`src/design/id_remap_pkg.sv`:
```
package id_remap_pkg;

  // ID width seen by the upstream master, wide and sparsely used
  localparam int unsigned SlvIdWidth = 6;
  // ID width presented downstream, narrow and densely used
  localparam int unsigned MstIdWidth = 2;
  localparam int unsigned AddrWidth  = 16;
  localparam int unsigned DataWidth  = 16;

  // Defaults for the remap table size and the per-ID in-flight limit
  localparam int unsigned DefMaxUniqIds   = 4;
  localparam int unsigned DefMaxTxnsPerId = 3;

  typedef logic [SlvIdWidth-1:0] slv_id_t;
  typedef logic [MstIdWidth-1:0] mst_id_t;
  typedef logic [1:0]            resp_t;

  // Address channel as seen on the slave port, shared by AW and AR
  typedef struct packed {
    slv_id_t              id;
    logic [AddrWidth-1:0] addr;
    logic [7:0]           len;
  } slv_ax_t;

  // Address channel on the master port, only the ID differs
  typedef struct packed {
    mst_id_t              id;
    logic [AddrWidth-1:0] addr;
    logic [7:0]           len;
  } mst_ax_t;

  typedef struct packed {
    slv_id_t id;
    resp_t   resp;
  } slv_b_t;

  typedef struct packed {
    mst_id_t id;
    resp_t   resp;
  } mst_b_t;

  typedef struct packed {
    slv_id_t              id;
    logic [DataWidth-1:0] data;
    resp_t                resp;
    logic                 last;
  } slv_r_t;

  typedef struct packed {
    mst_id_t              id;
    logic [DataWidth-1:0] data;
    resp_t                resp;
    logic                 last;
  } mst_r_t;

  // Width of a table index for a given entry count, never below one bit
  function automatic int unsigned idx_width(input int unsigned num_idx);
    return (num_idx > 1) ? $clog2(num_idx) : 1;
  endfunction

endpackage

```
`src/design/id_remap_table.sv`:
```
`timescale 1ns/1ps

module id_remap_table import id_remap_pkg::*; #(
  parameter int unsigned MaxUniqIds   = DefMaxUniqIds,
  parameter int unsigned MaxTxnsPerId = DefMaxTxnsPerId,
  localparam int unsigned IdxWidth    = idx_width(MaxUniqIds)
) (
  input  logic                clk_i,
  input  logic                reset_i,
  // Lookup of the slave ID currently requesting
  input  slv_id_t             lookup_id_i,
  output logic                exists_o,
  output logic [IdxWidth-1:0] exists_idx_o,
  output logic                exists_full_o,
  // Lowest free entry and the table full flag
  output logic                full_o,
  output logic [IdxWidth-1:0] free_idx_o,
  // Push one transaction into an entry
  input  logic                push_i,
  input  slv_id_t             push_id_i,
  input  logic [IdxWidth-1:0] push_idx_i,
  // Pop one transaction from an entry and read back its slave ID
  input  logic                pop_i,
  input  logic [IdxWidth-1:0] pop_idx_i,
  output slv_id_t             pop_id_o
);

  // The counter must be able to hold MaxTxnsPerId itself
  localparam int unsigned CntWidth = $clog2(MaxTxnsPerId + 1);

  typedef logic [CntWidth-1:0]   cnt_t;
  typedef logic [IdxWidth-1:0]   idx_t;
  typedef logic [MaxUniqIds-1:0] field_t;

  // One entry per master index holds the slave ID and its in-flight count
  typedef struct packed {
    slv_id_t id;
    cnt_t    cnt;
  } entry_t;

  entry_t [MaxUniqIds-1:0] table_q, table_d;
  field_t                  free;
  field_t                  match;

  // Priority encoder where the lowest set bit wins
  function automatic idx_t lowest_idx(input field_t vec);
    idx_t idx;
    idx = '0;
    for (int i = MaxUniqIds - 1; i >= 0; i--) begin
      if (vec[i]) begin
        idx = idx_t'(i);
      end
    end
    return idx;
  endfunction

  // An entry is free once its count has dropped to zero
  // A stale ID left in a free entry never matches
  always_comb begin
    for (int i = 0; i < MaxUniqIds; i++) begin
      free[i]  = (table_q[i].cnt == '0);
      match[i] = !free[i] && (table_q[i].id == lookup_id_i);
    end
  end

  assign full_o       = ~|free;
  assign free_idx_o   = lowest_idx(free);
  assign exists_o     = |match;
  assign exists_idx_o = lowest_idx(match);

  // Only meaningful while exists_o is high
  assign exists_full_o = (table_q[exists_idx_o].cnt == cnt_t'(MaxTxnsPerId));

  // Response path translation back to the slave ID
  assign pop_id_o = table_q[pop_idx_i].id;

  // Push and pop are applied in sequence, so on one entry they cancel
  always_comb begin
    table_d = table_q;
    if (push_i) begin
      table_d[push_idx_i].id  = push_id_i;
      table_d[push_idx_i].cnt = table_d[push_idx_i].cnt + cnt_t'(1);
    end
    if (pop_i) begin
      table_d[pop_idx_i].cnt = table_d[pop_idx_i].cnt - cnt_t'(1);
    end
  end

  // Clearing the counts empties the table
  always_ff @(posedge clk_i) begin
    if (reset_i) begin
      for (int i = 0; i < MaxUniqIds; i++) begin
        table_q[i].cnt <= '0;
      end
    end else begin
      table_q <= table_d;
    end
  end

endmodule

```
`src/design/ax_remap_ctrl.sv`:
```
`timescale 1ns/1ps

module ax_remap_ctrl import id_remap_pkg::*; #(
  parameter int unsigned MaxUniqIds = DefMaxUniqIds,
  localparam int unsigned IdxWidth  = idx_width(MaxUniqIds)
) (
  input  logic                clk_i,
  input  logic                reset_i,
  // Slave side request
  input  logic                slv_valid_i,
  output logic                slv_ready_o,
  input  slv_ax_t             slv_ax_i,
  // Master side request
  output logic                mst_valid_o,
  input  logic                mst_ready_i,
  output mst_ax_t             mst_ax_o,
  // Table status for the requesting slave ID
  input  logic                exists_i,
  input  logic [IdxWidth-1:0] exists_idx_i,
  input  logic                exists_full_i,
  input  logic                full_i,
  input  logic [IdxWidth-1:0] free_idx_i,
  // Table update
  output logic                push_o,
  output logic [IdxWidth-1:0] push_idx_o
);

  typedef enum logic {
    StReady,
    StHold
  } state_e;

  state_e                state_q, state_d;
  logic                  admit;
  logic [IdxWidth-1:0]   new_idx;
  logic [IdxWidth-1:0]   fwd_idx;
  logic [IdxWidth-1:0]   hold_idx_q;

  // A known ID may add a transaction below its limit, a new ID needs a free entry
  assign admit = slv_valid_i && ((exists_i && !exists_full_i) || (!exists_i && !full_i));

  // Reusing the index of a live ID keeps all its bursts in order
  assign new_idx = exists_i ? exists_idx_i : free_idx_i;

  always_comb begin
    state_d     = state_q;
    mst_valid_o = 1'b0;
    push_o      = 1'b0;
    fwd_idx     = new_idx;
    case (state_q)
      StReady: begin
        if (admit) begin
          // The table is updated once here, even when the master stalls
          mst_valid_o = 1'b1;
          push_o      = 1'b1;
          if (!mst_ready_i) begin
            state_d = StHold;
          end
        end
      end
      StHold: begin
        // Keep presenting the index chosen at admission, without pushing again
        fwd_idx     = hold_idx_q;
        mst_valid_o = 1'b1;
        if (mst_ready_i) begin
          state_d = StReady;
        end
      end
      default: state_d = StReady;
    endcase
  end

  // The slave handshake completes in the same cycle as the master one
  assign slv_ready_o = mst_valid_o && mst_ready_i;
  assign push_idx_o  = fwd_idx;

  assign mst_ax_o.id   = mst_id_t'(fwd_idx);
  assign mst_ax_o.addr = slv_ax_i.addr;
  assign mst_ax_o.len  = slv_ax_i.len;

  always_ff @(posedge clk_i) begin
    if (reset_i) begin
      state_q <= StReady;
    end else begin
      state_q <= state_d;
    end
  end

  // Capture the index every ready cycle so it is on hand when a stall begins
  always_ff @(posedge clk_i) begin
    if (state_q == StReady) begin
      hold_idx_q <= new_idx;
    end
  end

endmodule

```
`src/design/axi_id_remap.sv`:
```
`timescale 1ns/1ps

module axi_id_remap import id_remap_pkg::*; #(
  parameter int unsigned MaxUniqIds   = DefMaxUniqIds,
  parameter int unsigned MaxTxnsPerId = DefMaxTxnsPerId
) (
  input  logic    clk_i,
  input  logic    reset_i,
  // Slave port
  input  logic    slv_aw_valid_i,
  output logic    slv_aw_ready_o,
  input  slv_ax_t slv_aw_i,
  input  logic    slv_ar_valid_i,
  output logic    slv_ar_ready_o,
  input  slv_ax_t slv_ar_i,
  output logic    slv_b_valid_o,
  input  logic    slv_b_ready_i,
  output slv_b_t  slv_b_o,
  output logic    slv_r_valid_o,
  input  logic    slv_r_ready_i,
  output slv_r_t  slv_r_o,
  // Master port
  output logic    mst_aw_valid_o,
  input  logic    mst_aw_ready_i,
  output mst_ax_t mst_aw_o,
  output logic    mst_ar_valid_o,
  input  logic    mst_ar_ready_i,
  output mst_ax_t mst_ar_o,
  input  logic    mst_b_valid_i,
  output logic    mst_b_ready_o,
  input  mst_b_t  mst_b_i,
  input  logic    mst_r_valid_i,
  output logic    mst_r_ready_o,
  input  mst_r_t  mst_r_i
);

  localparam int unsigned IdxWidth = idx_width(MaxUniqIds);

  // Write direction, the AW controller and its table
  logic                wr_exists, wr_exists_full, wr_full, wr_push;
  logic [IdxWidth-1:0] wr_exists_idx, wr_free_idx, wr_push_idx;
  slv_id_t             wr_pop_id;
  // Read direction, the AR controller and its table
  logic                rd_exists, rd_exists_full, rd_full, rd_push;
  logic [IdxWidth-1:0] rd_exists_idx, rd_free_idx, rd_push_idx;
  slv_id_t             rd_pop_id;

  ax_remap_ctrl #(.MaxUniqIds(MaxUniqIds)) u_aw_ctrl (
    .clk_i, .reset_i,
    .slv_valid_i(slv_aw_valid_i), .slv_ready_o(slv_aw_ready_o), .slv_ax_i(slv_aw_i),
    .mst_valid_o(mst_aw_valid_o), .mst_ready_i(mst_aw_ready_i), .mst_ax_o(mst_aw_o),
    .exists_i(wr_exists), .exists_idx_i(wr_exists_idx), .exists_full_i(wr_exists_full),
    .full_i(wr_full), .free_idx_i(wr_free_idx), .push_o(wr_push), .push_idx_o(wr_push_idx)
  );

  // Every accepted B retires one write burst
  id_remap_table #(.MaxUniqIds(MaxUniqIds), .MaxTxnsPerId(MaxTxnsPerId)) u_wr_table (
    .clk_i, .reset_i,
    .lookup_id_i(slv_aw_i.id), .exists_o(wr_exists), .exists_idx_o(wr_exists_idx),
    .exists_full_o(wr_exists_full), .full_o(wr_full), .free_idx_o(wr_free_idx),
    .push_i(wr_push), .push_id_i(slv_aw_i.id), .push_idx_i(wr_push_idx),
    .pop_i(mst_b_valid_i && slv_b_ready_i), .pop_idx_i(mst_b_i.id[IdxWidth-1:0]),
    .pop_id_o(wr_pop_id)
  );

  ax_remap_ctrl #(.MaxUniqIds(MaxUniqIds)) u_ar_ctrl (
    .clk_i, .reset_i,
    .slv_valid_i(slv_ar_valid_i), .slv_ready_o(slv_ar_ready_o), .slv_ax_i(slv_ar_i),
    .mst_valid_o(mst_ar_valid_o), .mst_ready_i(mst_ar_ready_i), .mst_ax_o(mst_ar_o),
    .exists_i(rd_exists), .exists_idx_i(rd_exists_idx), .exists_full_i(rd_exists_full),
    .full_i(rd_full), .free_idx_i(rd_free_idx), .push_o(rd_push), .push_idx_o(rd_push_idx)
  );

  // A read burst is retired only by its last beat
  id_remap_table #(.MaxUniqIds(MaxUniqIds), .MaxTxnsPerId(MaxTxnsPerId)) u_rd_table (
    .clk_i, .reset_i,
    .lookup_id_i(slv_ar_i.id), .exists_o(rd_exists), .exists_idx_o(rd_exists_idx),
    .exists_full_o(rd_exists_full), .full_o(rd_full), .free_idx_o(rd_free_idx),
    .push_i(rd_push), .push_id_i(slv_ar_i.id), .push_idx_i(rd_push_idx),
    .pop_i(mst_r_valid_i && slv_r_ready_i && mst_r_i.last),
    .pop_idx_i(mst_r_i.id[IdxWidth-1:0]), .pop_id_o(rd_pop_id)
  );

  // Responses pass straight through with the ID translated back
  assign slv_b_valid_o = mst_b_valid_i;
  assign mst_b_ready_o = slv_b_ready_i;
  assign slv_b_o       = '{id: wr_pop_id, resp: mst_b_i.resp};
  assign slv_r_valid_o = mst_r_valid_i;
  assign mst_r_ready_o = slv_r_ready_i;
  assign slv_r_o       = '{id: rd_pop_id, data: mst_r_i.data, resp: mst_r_i.resp,
                           last: mst_r_i.last};

endmodule

```
`config.mk`:
```
export PLATFORM = sky130hd
export DESIGN_NAME = axi_id_remap
export DESIGN_NICKNAME = d
export VERILOG_FILES = /design/src/design/id_remap_pkg.sv /design/src/design/id_remap_table.sv /design/src/design/ax_remap_ctrl.sv /design/src/design/axi_id_remap.sv
export SDC_FILE = /design/constraint.sdc
export NUM_CORES = 1
export LEC_CHECK = 0
export CORE_MARGIN = 8
export CORE_UTILIZATION = 27
export DETAILED_ROUTE_END_ITERATION = 12
export DONT_BUFFER_PORTS = 1
export PLACE_DENSITY = 0.43
export SETUP_SLACK_MARGIN = 0.2
export SYNTH_ARGS = -nofsm -noshare
export SYNTH_HDL_FRONTEND = slang
export SYNTH_SLANG_ARGS = --single-unit
```
`constraint.sdc`:
```
create_clock -name clk_i -period 6.55 [get_ports clk_i]
set_clock_uncertainty 0.2 [all_clocks]
set_input_delay 1.965 -clock clk_i [delete_from_list [all_inputs] [get_ports clk_i]]
set_output_delay 1.965 -clock clk_i [all_outputs]
set_load 0.02 [all_outputs]
```
==> results of run 1 <==
==> cells in the final DEF, fill, tap and decap left out, types with 5 or more instances in the layout <==
cell,n
nor3_1,15
inv_1,6
nor2_1,33
o21ai_0,7
nand2_1,27
nand3_1,10
nor4_1,6
edfxtp_1,48
mux2i_1,5
xor2_1,32
xnor2_1,28
and3_1,5
dfxtp_1,22
nor2b_1,8
a21oi_1,7
mux4_2,12
clkbuf_16,9
a211oi_1,5
buf_4,6
or4_1,6
nand4_1,7
==> synthesized netlist by cell type (all sizes together) (9+ instances only) <==
cell	instances	share of area
buf	80	0.13
edfxtp	48	0.32
nor2	34	0.029
xor2	32	0.061
xnor2	28	0.054
nand2	27	0.022
dfxtp	22	0.097
nor3	15	0.016
mux4	12	0.059
nand3	10	0.011
nand4	9	0.015
nor4	9	0.020
==> final timing paths <==
| path | startpoint | endpoint | slack [ps] | depth (start not counted) |
|---|---|---|---|---|
| worst max-delay path | slv_ar_i[29] | slv_ar_ready_o | 380 | 8 |
| worst min-delay path | u_rd_table.table_q[17]$_SDFF_PP0_ | u_rd_table.table_q[17]$_SDFF_PP0_ | 300 | 2 |
| worst max register to register | flip-flop | u_wr_table.table_q[17]$_SDFF_PP0_ | 2980 | 11 |
| worst min register to register | u_rd_table.table_q[17]$_SDFF_PP0_ | u_rd_table.table_q[17]$_SDFF_PP0_ | 300 | 2 |
==> repair_timing <==
item / CTS / global route
resized for setup: 0 / 1
hold buffers: 0 / 0
setup buffers: 0 / 0
setup endpoints to repair: 0 / 1
==> metal layers <==
layer  GRT usage  vias to the layer above  part of all wire
met4     0.04112                        0             0.021
li1            -                     1356                 -
met3     0.05162                       30             0.088
met5           0                        -                 0
met1      0.1121                     1380              0.41
met2      0.1626                      110              0.48
==> final cells by class <==
type	instances	area, um^2
Clock buffer	9	225.2
Clock inverter	7	57.56
Fill cell	1716	11970
Inverter	6	22.52
Multi-Input combinational cell	272	2051
Sequential cell	70	1882
Tap cell	220	275.3
Timing Repair Buffer	6	45.04
==> critical path, stage by stage <==
cell	delay, ps
xor2_1	140
or4_1	570
nor4_4	240
and3_1	200
o31ai_1	70
and2_1	190
or2_2	370
and2_1	270
==> cells by family (layout without fill, tap and decap cells) <==
group,after synthesis,after routing,share of synthesized area
xor+xnor,60,60,0.1153
simple gates,146,146,0.1782
compound gates,47,47,0.07823
flops,70,70,0.4128
buf+inv,94,28,0.1403
mux,19,19,0.07521
==> power groups by stage <==
stage	Sequential, mW	Combinational, mW	Clock (mW)
detailed placement	0.559	0.245	0
CTS	0.550	0.247	0.475
finish	0.550	0.243	0.462
global placement	0.558	0.245	0
global route	0.555	0.272	0.492
floorplan	0.543	0.275	0
==> per-stage QoR <==
step | std cells | total power [mW] | worst slack [ps]
after floorplan | 436 | 0.8183 | 492.5
after global placement | 574 | 0.8024 | 301.8
after detailed placement | 574 | 0.8040 | 293.9
after CTS | 590 | 1.272 | 289.8
after global routing | 590 | 1.318 | 205.8
final | 590 | 1.255 | 375.8
==> results.txt, run 1 <==
* Overall overflow remaining after global route: 0
* Min-delay worst type: flip-flop to flip-flop
- The first global-routing pass estimated 16.86 mm of wire.
- Crit-path max FO: 8
- First-pass iteration count of the detailed router: 4
- Total number of vias: 2,876
- Power spread over the standard cell area amounts to ~280 nW/um^2.
- CTS built an H-tree with a depth of 3.
- The repair_antennas step left the layout with diodes totalling 0.
* Gpl congestion: 0.7844
- After routing the design area is between 4000 and 5000 um^2.
* Net count of the mapped netlist: 531
- Critical path arrival: 4010 ps
* Core Footprint: 16,520 um^2
- During synthesis, Yosys emitted a total of 0 warnings.
- Once detail routing completed, the nets flagged for antenna violations numbered 0.
- Headroom to the max-slew limit came out at 0.5061.
- After the first detailed-routing iteration, the DRC count stood at 177.
- STA classifies the critical path endpoint as an output pin.
* Number of flops mapped to enable cells by yosys: 48
- The final layout contains 460 nets.
- The die covers 21,300 um^2.
- The number of max-slew violations in the final report was 0.
- Initial core utilization: 0.2758
- The die is 145.9 um wide.
- The share of total power dissipated in combinational logic is 0.194.
* Net load switching power: between 0.3 and 0.4 mW
- Post-detailed-placement cell area: 4267 um^2
- The synthesized design contains 70 register bits.
- Clock tree synthesis found a total of 70 sinks.
- Of the cells placed in the final design, the portion with a size suffix greater than 1 is 0.1324.
- Hold is met by 303.6 ps.
* Max capacitance violation total: 0
- Standard-cell rows: 47
* Switch share: 0.3047
- Using the TritonRoute via totals, the vias-per-cell ratio works out to slightly below 5.
* Unrepaired setup endpoints after global routing: false
- After detailed routing, the average wire length per cell comes to 17.88 um.
- The flow ran to the end, and the final reports show no timing, DRC or antenna violations.
- Number of design rule violations left after detail routing: 0
* Int Pwr: about 0.87 mW
* GR Util All Layers: 0.1015
* Maximum number of pins on one net before global-route repair: 27
- Chip height: roughly 150 um
- During I/O placement, the number of pins put on the boundary was 188.
- Summed over all cells, the static leakage comes to 1.449 nW.
* Root buffer cell: clkbuf_16
- Static timing analysis puts the maximum clock frequency at 162.0 MHz.
- Synthesized instance count: 436
* Final setup TNS: 0 ps
- The critical path in this run is classified as input port to output pin.
- Of the synthesized area, sequential elements account for 0.4128.
* Hold violation total from the final report: 0
- Area Overhead vs Synth: -0.00004388%
- CTS tree: built
- Fraction of power consumed by the clock network: 0.368
- Setup violations remaining at the end of the flow were counted as 0.
- The worst setup path is launched from an input port.
- Averaged over all synthesized cells, the footprint is 10.45 um^2.
- STA puts the critical path data required time at 4390 ps.
* Async SR Flop Fraction: 0
- Wires add up to 10.55 mm.
- The share of total power dissipated in sequential elements is 0.438.
* Min cycle time layout: 6174 ps
* Antenna violations before repair: 0
- Summing every instance area after synthesis gives 4558 um^2.
- At the later pin of the worst-skew pair, clock insertion delay measures approximately 340 ps.
- Post-route fraction of the period consumed by the critical path: 0.9426
* IR Drop Worst-Case VDD: between 0.0002 and 0.00025 V
* Num CTS Buffers: 9
- After synthesis, the netlist uses 58 different library cells.
- Share of the core filled with cells in the final layout: 0.2758
- Buffers placed on the I/O ports in this run total 0.
- For the pin with the worst max-slew slack, the measured transition is 739.3 ps.
* Via count of the first global-routing pass: about 3,000
* HPWL Detailed: 7.851 mm
- For this run, the leading register cell type out of synthesis is edfxtp_1.
- Maximum buffer depth of the clock tree: 2
- Clock-pin slew on the worst setup and hold paths: around 60 ps
Power figures use the tool's default switching activity.
==> inputs of run 2 (changes only) <==
--- a/config.mk
+++ b/config.mk
@@ -5,11 +5,13 @@
 export SDC_FILE = /design/constraint.sdc
 export NUM_CORES = 1
 export LEC_CHECK = 0
+export CELL_PAD_IN_SITES_DETAIL_PLACEMENT = 1
+export CELL_PAD_IN_SITES_GLOBAL_PLACEMENT = 1
 export CORE_MARGIN = 8
-export CORE_UTILIZATION = 27
+export CORE_UTILIZATION = 48
 export DETAILED_ROUTE_END_ITERATION = 12
 export DONT_BUFFER_PORTS = 1
-export PLACE_DENSITY = 0.43
+export PLACE_DENSITY = 0.83
 export SETUP_SLACK_MARGIN = 0.2
 export SYNTH_ARGS = -nofsm -noshare
 export SYNTH_HDL_FRONTEND = slang
==> results.txt, run 2 (synthesis results as in run 1) <==
* Crit-path max FO: 8 (unchanged)
* Final-report max-slew violation count: 0 (unchanged)
* Fraction of power consumed by the clock network: 0.306 (-0.062)
- Num CTS Buffers: 9 (unchanged)
- Number of post-CTS setup repair buffers: 0 (unchanged)
* Drt wl/cell: 21.90 um (+22%)
* Hold violation total from the final report: 0 (unchanged)
- Max capacitance violation total: 0 (unchanged)
* Core Footprint: 9240 um^2 (-44%)
* Status: finished, final reports clean
* Share of the core filled with cells in the final layout: 0.4710 (+0.1951)
- The count of antenna diodes in the layout was 0 (unchanged).
- The tightest min-delay check is of the flip-flop to flip-flop type.
- GR Util All Layers: 0.1735 (+0.07201)
- The number of buffers inserted for hold repair after clock tree synthesis came to 0 (unchanged).
- The design internal power was 0.7598 mW (-13%).
- First-pass iteration count of the detailed router: 4 (unchanged)
- Antenna violation net count after detailed routing: 0 (unchanged)
- The maximum operating frequency came to 162.0 MHz (about the same).
- Root buffer cell: clkbuf_8
- IO Pins: 188 (unchanged)
- The total number of clock tree sinks is 70 (unchanged).
- Overall overflow remaining after global route: 0 (unchanged)
- The clock-pin slew on the worst setup and hold paths is 80 ps (+20 ps).
- The library cell used most frequently in the layout, excluding fill and tap cells, is edfxtp_1.
- Post-CTS Resized: 0 (unchanged)
* Chip height: 113.4 um (-22%)
- The worst ir drop on vdd came to 0.0001406 V (-35%).
- The slew at the pin closest to its max-slew limit came to 745.4 ps (+6.081 ps).
- Min cycle time layout: 6174 ps (-0.4060 ps)
* Worst Setup Start Kind: input port
- The maximum root-to-sink buffer count is 2 (unchanged).
- The die outline width came to 113.4 um (-22%).
- Relative to the synthesized area, the layout overhead comes to -4.529%.
- The total routed wire length on the met1 layer was 4.100 mm (-5.5%).
- The part of the total power dissipated in sequential elements is 0.480 (+0.042).
- The routed wire length on met3 was 977 um (+4.7%).
- Final setup TNS: 0 ps (unchanged)
- TritonCTS built the clock tree.
* Slew margin rel.: 0.4961 (-0.01004)
* Commonest cells after routing, fill and taps aside: edfxtp_1, nor2_1, xor2_1, xnor2_1, nand2_1
- The count of nets after finishing came to 459 (-0.22%).
* Layout cell share with drive strength beyond 1: 0.1328 (+0.0003589)
- The post-layout total power is 1.147 mW (-8.6%).
- Power Density: 263.6 nW/um^2 (-4.2%)
* Number of design rule violations left after detail routing: 0 (unchanged)
- Setup-violating endpoint count in the final report: 0 (unchanged)
- The worst setup path is captured at an output pin.
* Post-route fraction of the period consumed by the critical path: 0.9426 (about the same)
- Clk Latency, worst-skew pair: 360 ps (+20 ps)
* Met2 layer wire length in the routed design: 5.333 mm (+5.5%)
- The final HPWL from detailed placement came to 8.097 mm (+3.1%).
* Overall die area: 12,870 um^2 (-40%)
* Unrepaired setup endpoints after global routing: false
* Routed WL: 10.90 mm (+3.3%)
- The required time at the worst-slack endpoint was 4390 ps (about the same).
- Gpl congestion: 0.8336 (+6.3%)
- The post-route worst setup slack was 376.2 ps (+0.4060 ps).
* Standard-cell rows: 35 (-26%)
- Buffers added on ports: 0 (unchanged)
- Antenna violations before repair: 0 (unchanged)
- Switch share: 0.3376 (+0.03296)
- The ratio of routed vias to standard cells came to 6.008 (+23%).
- Total number of vias: 2,992 (+4.0%)
- Initial core utilization: 0.4933 (+0.2175)
- Combinational power share: 0.214 (+0.020)
- Depth of the CTS H-tree: 3 (unchanged)
- The worst setup path is of the input port to output pin kind.
* Pleak: 1.406 nW (-3.0%)
* Wire length of the first global-routing pass: 17.44 mm (+3.4%)
- The critical path data arrival time came to 4010 ps (about the same).
- Net load switching power: 0.3873 mW (+1.3%)
- Uppermost layer routed: met4
* Maximum number of pins on one net before global-route repair: 27 (unchanged)
- Pre-CTS setup slack: 296.6 ps (+2.771 ps)
- The via count of the first global-routing pass is 3,302 (+11%).
- Iter 0 DRT Violations: 165 (-6.8%)
==> run 2: cell count changes in the layout (fill, tap and decap cells not counted), sizes merged <==
cell | previous run | this run
buf | 6 | 5
inv | 9 | 12
clkinvlp | 2 | 1
clkinv | 2 | 0
==> run 2: per-stage QoR <==
step                hold WS, ps  instance area (um^2)  cells
global placement          289.6                  4145    482
CTS                       330.7                  4337    498
detailed placement        318.9                  4145    482
global route              357.8                  4352    498
floorplan                 281.2                  4558    436
finish                    324.3                  4352    498
==> run 2: worst paths after layout <==
check        cells after the start  slack [ps]                                end                         startpoint
min                              2         320  u_rd_table.table_q[17]$_SDFF_PP0_  u_rd_table.table_q[17]$_SDFF_PP0_
max                              8         380                     slv_ar_ready_o                       slv_ar_i[29]
min reg2reg                      2         320  u_rd_table.table_q[17]$_SDFF_PP0_  u_rd_table.table_q[17]$_SDFF_PP0_
max reg2reg                     11        2780  u_wr_table.table_q[17]$_SDFF_PP0_                          flip-flop
==> run 2: per-layer routing <==
layer | vias up | GRT usage
met5 | - | 0
met4 | 0 | 0.1048
met3 | 51 | 0.05652
met2 | 126 | 0.2849
met1 | 1458 | 0.1930
li1 | 1357 | -
==> run 2: cell type report <==
class,instances,area [um^2]
clock buffer,9,123.9
timing repair buffer,5,37.54
clock inverter,7,67.56
inverter,6,22.52
tap,129,161.4
fill,1005,4888
multi-input combinational,272,2057
sequential,70,1882
==> run 2: power by group through the flow <==
stage / logic, mW / clock network (mW) / registers [mW]
floorplan: 0.275 / 0 / 0.543
global placement: 0.235 / 0 / 0.558
detailed placement: 0.244 / 0 / 0.561
CTS: 0.245 / 0.359 / 0.551
global route: 0.269 / 0.375 / 0.556
finish: 0.245 / 0.351 / 0.551
==> run 2: worst max-delay path, cell delays in order <==
cell and delay [ps]:
xor2_1 140, or4_1 580, nor4_4 220, and3_1 200, o31ai_1 80, and2_1 210, or2_2 360, and2_1 250
